<file path="config.mk">
export PLATFORM = sky130hd
export DESIGN_NAME = fetch_stage_flat
export DESIGN_NICKNAME = d
export VERILOG_FILES = /design/src/fetch_pkg.sv /design/src/icache_if.sv /design/src/fetch_stage.sv /design/src/flat_wrapper.sv
export SDC_FILE = /design/constraint.sdc
export NUM_CORES = 1
export LEC_CHECK = 0
export BUFFER_PORTS_ARGS = -buffer_cell sky130_fd_sc_hd__buf_2
export CAP_MARGIN = 20
export CORE_MARGIN = 1
export CORE_UTILIZATION = 48
export DETAILED_ROUTE_END_ITERATION = 8
export HOLD_SLACK_MARGIN = 0.03
export PLACE_DENSITY = 0.82
export SLEW_MARGIN = 20
export SYNTH_ARGS = -nofsm -noshare
export SYNTH_HDL_FRONTEND = slang
export SYNTH_SLANG_ARGS = --single-unit
</file>
<file path="constraint.sdc">
create_clock -name clk -period 4.1 [get_ports clk]
set_clock_uncertainty 0.05 [all_clocks]
set_input_delay 0 -clock clk [delete_from_list [all_inputs] [get_ports clk]]
set_output_delay 0 -clock clk [all_outputs]
set_load 0.05 [all_outputs]
</file>
<file path="src/fetch_pkg.sv">
`default_nettype none

package fetch_pkg;

    // widths of the three icache address fields
    localparam int OFFSET_W   = 4;                       // 16 byte lines
    localparam int INDEX_W    = 8;                       // 256 lines
    localparam int TAG_W      = 32 - INDEX_W - OFFSET_W;  // whatever is left
    localparam int NUM_LINES  = 1 << INDEX_W;
    localparam int LINE_WORDS = 1 << (OFFSET_W - 2);     // four words per line

    // byte address of an instruction
    typedef logic [31:0] addr_t;

    // one instruction word
    typedef logic [31:0] inst_t;

    // cp0 style exception code
    typedef logic [4:0] exc_code_t;

    typedef logic [TAG_W-1:0]    tag_t;
    typedef logic [INDEX_W-1:0]  index_t;
    typedef logic [OFFSET_W-1:0] offset_t;
    typedef logic [OFFSET_W-3:0] word_sel_t;  // word slot inside a line

    localparam exc_code_t EXC_ADEL = 5'd4;    // address error on load / fetch
    localparam exc_code_t EXC_NONE = 5'h1f;   // no exception

    // icache controller states
    typedef enum logic [1:0] {
        CS_IDLE,     // waiting for a request, addr_ok high
        CS_LOOKUP,   // tag compare on the latched address
        CS_REFILL,   // pulling the line from memory word by word
        CS_RESPOND   // line complete, answer from the array
    } cache_state_t;

endpackage

`default_nettype wire

</file>
<file path="src/icache_if.sv">
`timescale 1ns/1ns
`default_nettype none

interface icache_if;
    import fetch_pkg::*;

    // request side, driven by fetch
    logic    valid;    // held until addr_ok
    index_t  index;
    tag_t    tag;
    offset_t offset;

    // response side, driven by the cache
    logic    addr_ok;  // request taken this cycle if valid too
    logic    data_ok;  // one cycle per accepted request
    inst_t   rdata;    // good only with data_ok

    modport fetch (
        output valid,
        output index,
        output tag,
        output offset,
        input  addr_ok,
        input  data_ok,
        input  rdata
    );

    modport cache (
        input  valid,
        input  index,
        input  tag,
        input  offset,
        output addr_ok,
        output data_ok,
        output rdata
    );

endinterface

`default_nettype wire

</file>
<file path="src/fetch_stage.sv">
`timescale 1ns/1ns
`default_nettype none

module fetch_stage #(
    parameter fetch_pkg::addr_t RESET_PC   = 32'hbfbffffc,
    parameter fetch_pkg::addr_t EXC_VECTOR = 32'hbfc00380
) (
    input  wire                        clk,
    input  wire                        reset,
    input  wire                        ds_allowin,     // decode can take fs
    input  wire                        br_taken,
    input  wire                        br_stall,       // branch operands not ready
    input  wire                        br_delay_slot,
    input  wire                        mfc0_stall,
    input  wire                        flush,          // exception from later stage
    input  wire                        eret,
    input  wire fetch_pkg::addr_t      br_target,
    input  wire fetch_pkg::addr_t      epc,
    icache_if.fetch                    icache,
    output logic                       fs_valid,
    output logic                       fs_ex,
    output logic                       fs_bd,
    output fetch_pkg::addr_t           fs_pc,
    output fetch_pkg::inst_t           fs_inst,
    output fetch_pkg::exc_code_t       fs_exc_code
);
    import fetch_pkg::*;

    addr_t nextpc;          // pc picked by priority
    addr_t req_pc;          // pc of the request in progress
    logic  req_bd;          // delay slot flag travelling with the request
    logic  req_valid;       // registered request level
    logic  in_flight;       // accepted, data_ok not seen yet
    logic  flush_pending;   // flush arrived while busy
    logic  busy;
    logic  take;            // fs contents leave this cycle
    logic  boot;            // nothing held, nothing pending
    logic  drop;            // stale response after a flush
    logic  choose;          // nextpc is picked this cycle
    logic  misaligned;
    logic  br_go;
    logic  accept;

    assign busy   = req_valid | in_flight;
    assign take   = fs_valid & (ds_allowin | flush);  // flush kills a held inst
    assign boot   = ~fs_valid & ~busy;                // only right after reset
    assign drop   = icache.data_ok & (flush_pending | flush);
    assign choose = take | boot | drop;
    assign accept = icache.valid & icache.addr_ok;
    assign br_go  = br_taken & ~br_stall & ~mfc0_stall;

    // eret > flush > taken branch > sequential
    always_comb begin
        if (eret) begin
            nextpc = epc;
        end else if (flush | flush_pending) begin
            nextpc = EXC_VECTOR;
        end else if (br_go) begin
            nextpc = br_target;
        end else begin
            nextpc = fs_pc + 32'd4;
        end
    end

    assign misaligned = nextpc[1:0] != 2'b00;  // adel, never reaches the cache

    // request level, up the cycle after the pick, down on acceptance
    always_ff @(posedge clk) begin
        if (reset) begin
            req_valid <= 1'b0;
        end else if (choose & ~misaligned) begin
            req_valid <= 1'b1;
        end else if (accept) begin
            req_valid <= 1'b0;
        end
    end

    always_ff @(posedge clk) begin
        if (reset) begin
            in_flight <= 1'b0;
        end else if (accept) begin
            in_flight <= 1'b1;
        end else if (icache.data_ok) begin
            in_flight <= 1'b0;
        end
    end

    // remember a flush that hit an outstanding request
    always_ff @(posedge clk) begin
        if (reset) begin
            flush_pending <= 1'b0;
        end else if (choose) begin
            flush_pending <= 1'b0;  // consumed by this pick
        end else if (flush & busy) begin
            flush_pending <= 1'b1;
        end
    end

    always_ff @(posedge clk) begin
        if (reset) begin
            fs_valid <= 1'b0;
            fs_pc    <= RESET_PC;
        end else if (choose) begin
            fs_valid <= misaligned;   // bad pc goes straight to decode
            if (misaligned) begin
                fs_pc <= nextpc;
            end
        end else if (icache.data_ok) begin
            fs_valid <= 1'b1;
            fs_pc    <= req_pc;
        end
    end

    // payload of fs
    always_ff @(posedge clk) begin
        if (choose & misaligned) begin
            fs_inst <= '0;
            fs_bd   <= br_delay_slot;
        end else if (icache.data_ok & ~drop) begin
            fs_inst <= icache.rdata;
            fs_bd   <= req_bd;
        end
    end

    // payload of the request
    always_ff @(posedge clk) begin
        if (choose & ~misaligned) begin
            req_pc <= nextpc;
            req_bd <= br_delay_slot;
        end
    end

    assign icache.valid = req_valid;
    assign {icache.tag, icache.index, icache.offset} = req_pc;

    // exception tag follows the held pc
    assign fs_ex       = fs_pc[1:0] != 2'b00;
    assign fs_exc_code = fs_ex ? EXC_ADEL : EXC_NONE;

endmodule

`default_nettype wire

</file>
<file path="src/flat_wrapper.sv">
// flat-port wrapper written by rule: the top's interface ports become plain ports
module fetch_stage_flat import fetch_pkg::*;
#(
    parameter fetch_pkg::addr_t RESET_PC   = 32'hbfbffffc,
    parameter fetch_pkg::addr_t EXC_VECTOR = 32'hbfc00380
)
  (clk, reset, ds_allowin, br_taken, br_stall, br_delay_slot, mfc0_stall, flush, eret, br_target, epc, fs_valid, fs_ex, fs_bd, fs_pc, fs_inst, fs_exc_code, icache_valid, icache_index, icache_tag, icache_offset, icache_addr_ok, icache_data_ok, icache_rdata);
  icache_if icache_i ();
  input  wire clk;
  input  wire reset;
  input  wire ds_allowin;
  input  wire br_taken;
  input  wire br_stall;
  input  wire br_delay_slot;
  input  wire mfc0_stall;
  input  wire flush;
  input  wire eret;
  input  wire fetch_pkg::addr_t br_target;
  input  wire fetch_pkg::addr_t epc;
  output logic fs_valid;
  output logic fs_ex;
  output logic fs_bd;
  output fetch_pkg::addr_t fs_pc;
  output fetch_pkg::inst_t fs_inst;
  output fetch_pkg::exc_code_t fs_exc_code;
  output wire logic [$bits(icache_i.valid)-1:0] icache_valid;
  output wire logic [$bits(icache_i.index)-1:0] icache_index;
  output wire logic [$bits(icache_i.tag)-1:0] icache_tag;
  output wire logic [$bits(icache_i.offset)-1:0] icache_offset;
  input wire logic [$bits(icache_i.addr_ok)-1:0] icache_addr_ok;
  input wire logic [$bits(icache_i.data_ok)-1:0] icache_data_ok;
  input wire logic [$bits(icache_i.rdata)-1:0] icache_rdata;
  assign icache_valid = icache_i.valid;
  assign icache_index = icache_i.index;
  assign icache_tag = icache_i.tag;
  assign icache_offset = icache_i.offset;
  assign icache_i.addr_ok = icache_addr_ok;
  assign icache_i.data_ok = icache_data_ok;
  assign icache_i.rdata = icache_rdata;
  fetch_stage #(.RESET_PC(RESET_PC), .EXC_VECTOR(EXC_VECTOR)) u_core (.clk(clk), .reset(reset), .ds_allowin(ds_allowin), .br_taken(br_taken), .br_stall(br_stall), .br_delay_slot(br_delay_slot), .mfc0_stall(mfc0_stall), .flush(flush), .eret(eret), .br_target(br_target), .epc(epc), .icache(icache_i), .fs_valid(fs_valid), .fs_ex(fs_ex), .fs_bd(fs_bd), .fs_pc(fs_pc), .fs_inst(fs_inst), .fs_exc_code(fs_exc_code));
endmodule
</file>
==> flow_metrics.tcl <==
set metrics [dict create \
    outcome "finished, final reports clean" \
    firstDrtPassIters 6 \
    seqPwrFrac_pct 38.4 \
    hold_class "in2reg" \
    dieWidth_um 105 \
    vias 5936 \
    synth_cell_types 64 \
    max_cap_violations 0 \
    port_buffers 210 \
    crit_type "reg2reg" \
    cp-end-kind "flop" \
    cts_max_level 3 \
    netlist_instances 589 \
    synth.top_cells.by_area "dfxtp_1, edfxtp_1, nand2_1, a21oi_1, o21ai_0" \
    synth_top_area_share_pct 26.7 \
    layout-drive-gt1-share_pct 29.0 \
    initial_core_util_pct 49.3 \
    crit_required_ns 4.34 \
    cts.root.buffer_cell "clkbuf_8" \
    ys_seq_elements 102 \
    power_switching_mw 1.70 \
    yosysSeqAreaShare_pct 46.8 \
    peakVddDrop_mv 0.325 \
    postSynthAreaPerCell_um2 8.65 \
    post-route-period-util_pct 76.5 \
    power_frac_clock_pct 17.0 \
    cp_slowest_stage_delay_ns 0.89 \
    dpl.hpwl_um 11700 \
    tritoncts "built" \
    hold_violations 0 \
    pwr-share-comb_pct 44.6 \
    final_area_um2 7220 \
    cp-start-kind "flop" \
    drc_errors 0 \
    highest_layer "met4" \
    area_growth_pct 41.7 \
    antenna-diode-count 0 \
    cts.clk_slew.worst_paths_ns 0.11 \
    grt_pass1_vias 5599 \
    gr-total-overflow 0 \
    async_flop_share_pct 0 \
    rsz0062_at_grt "no" \
    pin_count 212 \
    synth_top_cell_by_area "dfxtp_1" \
    routed_wirelength_um 18000 \
    core_um2 10300 \
    setup_violations 0 \
    dpl_cell_area_um2 6160 \
    nets 971 \
    wl_met1_um 6580 \
    die_h_um 105 \
    ant_nets 0 \
    max_freq_mhz 319 \
    nFillCells 753 \
    design_power_total_mw 3.62 \
    dr_wl_met3_um 2090 \
    tightest_slew_ns 1.09 \
    grt_max_degree 37 \
    ctsResizeCount 0 \
    final_util_pct 69.9 \
    drtIter0Drc 553 \
    cts-buffers-inserted 9 \
    antenna_found_initial 0 \
    wl_per_cell_um 17.9 \
    synthesis.nets 697 \
    gp_congestion 0.969 \
    post-place-ws_ns 1.25 \
    path_max_fanout 12 \
    clock_path_buffers 2 \
    tns_ns 0 \
    power.density_nw_per_um2 501 \
    timing.critical_path.mode_cell "o21ai_0" \
    worstPathArrival_ns 3.38 \
    clk_latency_ns 0.38 \
    ys.warnings.count 0 \
    synth_edf_count 34 \
    grt_pass1_wl_um 28000 \
    wl_met2_um 8700 \
    die-area_um2 11000 \
    slowest_stage "nor2_1" \
    via_per_inst 5.91 \
    relSlewSlack_pct 27.4 \
    setup_slack_ns 0.963 \
    slew_violations 0 \
    clkSinkCount 102 \
    p_leak_nw 3.03 \
    ys.flop_type "dfxtp_1" \
    core.rowCount 37 \
    swShare_pct 46.9 \
    cp_cell_sequence "or3_1, nor2_1, a22oi_1, dlygate4sd3_1, o21ai_0, o22ai_1, o21ai_0" \
    p_int_mw 1.92 \
    track_usage_pct 32.0 \
    fin_crit_ns 3.14 \
    netlist_area_um2 5090 \
]
## routing by layer
metal	GRT usage [%]	up-vias
li1	-	2677
met1	37.8	2764
met2	56.0	427
met3	7.99	68
met4	11.9	0
met5	0	-
## cells by family (layout without fill, tap and decap cells)
logic type	count (synthesis)	count (layout)	synth area share, %
other	1	1	0.0736
AND/OR/NAND/NOR	233	233	22.5
flip-flops	102	102	46.8
XOR/XNOR	22	22	3.78
AO/OA/AOI/OAI	180	180	21.5
adder cells (fa/ha/maj)	1	1	0.246
multiplexers	4	4	0.786
buffers and inverters	46	325	4.40
## cell type report
type,instances,area (µm²),area share [%]
sequential,102,2380,33.0
inverter,7,26.3,0.364
multi-input combinational,441,2500,34.6
clock buffer,10,128,1.77
clock inverter,6,50.0,0.693
timing repair buffer,302,1960,27.2
tap,136,170,2.36
## flip-flops by register name, indices dropped and copies added, names as in the netlist
signal and count:
u_core.flush_pending 1, u_core.icache.valid 1, u_core.in_flight 1, u_core.req_pc 32
u_core.fs_inst 32, u_core.fs_valid 1, u_core.req_bd 1, u_core.fs_pc 32
u_core.fs_bd 1
## path summary, 6_finish.rpt
path,to,cells past startpoint,start,slack (ns)
max,u_core.fs_pc[13],7,u_core.flush_pending,0.96
min,u_core.req_pc[4],3,br_target[4],0.03
max reg2reg,u_core.fs_pc[13],7,u_core.flush_pending,0.96
min reg2reg,u_core.fs_inst[1],2,u_core.fs_inst[1],0.41
## what timing repair did
action	4_1_cts	5_1_grt
setup buffers	0	0
hold endpoints to repair	74	0
endpoints found under the setup margin	0	0
hold buffers	88	0
## cell usage in the layout (no fill, tap or decap), types with 5 or more instances in the layout
cell type      Yosys  routed
xor2_1            10      10
a22oi_1           11      11
nand4_1           12      12
xnor2_1           12      12
dfxtp_1           68      68
or3_1              8       8
nand2_1          110     109
and4_1             5       5
o22ai_1           21      21
nor3_1             9       9
edfxtp_1          34      34
clkbuf_8           0       9
nor3_2             5       5
dlygate4sd3_1      0      88
nand3_1           18      18
nor2_1            34      32
inv_1              7       7
a21oi_1           73      73
buf_2             12     210
o21ai_0           35      35
## through the flow
step / hold WS (ns) / instances
floorplan: 0.0489 / 589
global placement: 0.148 / 900
detailed placement: 0.150 / 900
CTS: 0.0340 / 1004
global route: 0.0360 / 1004
finish: 0.0299 / 1004
## critical path: cells and delay by family (launching register included)
family,cells,cell delay (ns)
AND/OR/NAND/NOR,2,1.44
AO/OA/AOI/OAI,4,0.59
flip-flops,1,0.35
buffers and inverters,1,0.63
## power groups by stage
stage | sequential (mW) | clock [mW] | combinational, mW
2_1_floorplan | 1.90 | 0 | 0.638
3_3_place_gp | 1.39 | 0 | 1.49
3_5_place_dp | 1.40 | 0 | 1.51
4_1_cts | 1.38 | 0.612 | 1.58
5_1_grt | 1.40 | 0.653 | 1.70
6_report | 1.39 | 0.616 | 1.61
## synth_stat cells (5+ instances only)
cell      instances
inv_1             7
a21oi_1          73
dfxtp_1          68
or3_1             8
nand2_1         110
buf_2            12
xor2_1           10
nor3_2            5
clkbuf_1         17
o22ai_1          21
nand3_1          18
nand4_1          12
nor2_1           34
edfxtp_1         34
and4_1            5
o21ai_0          35
xnor2_1          12
a22oi_1          11
nor3_1            9
buf_4             7
No activity file was read; power rests on OpenSTA's default activity.
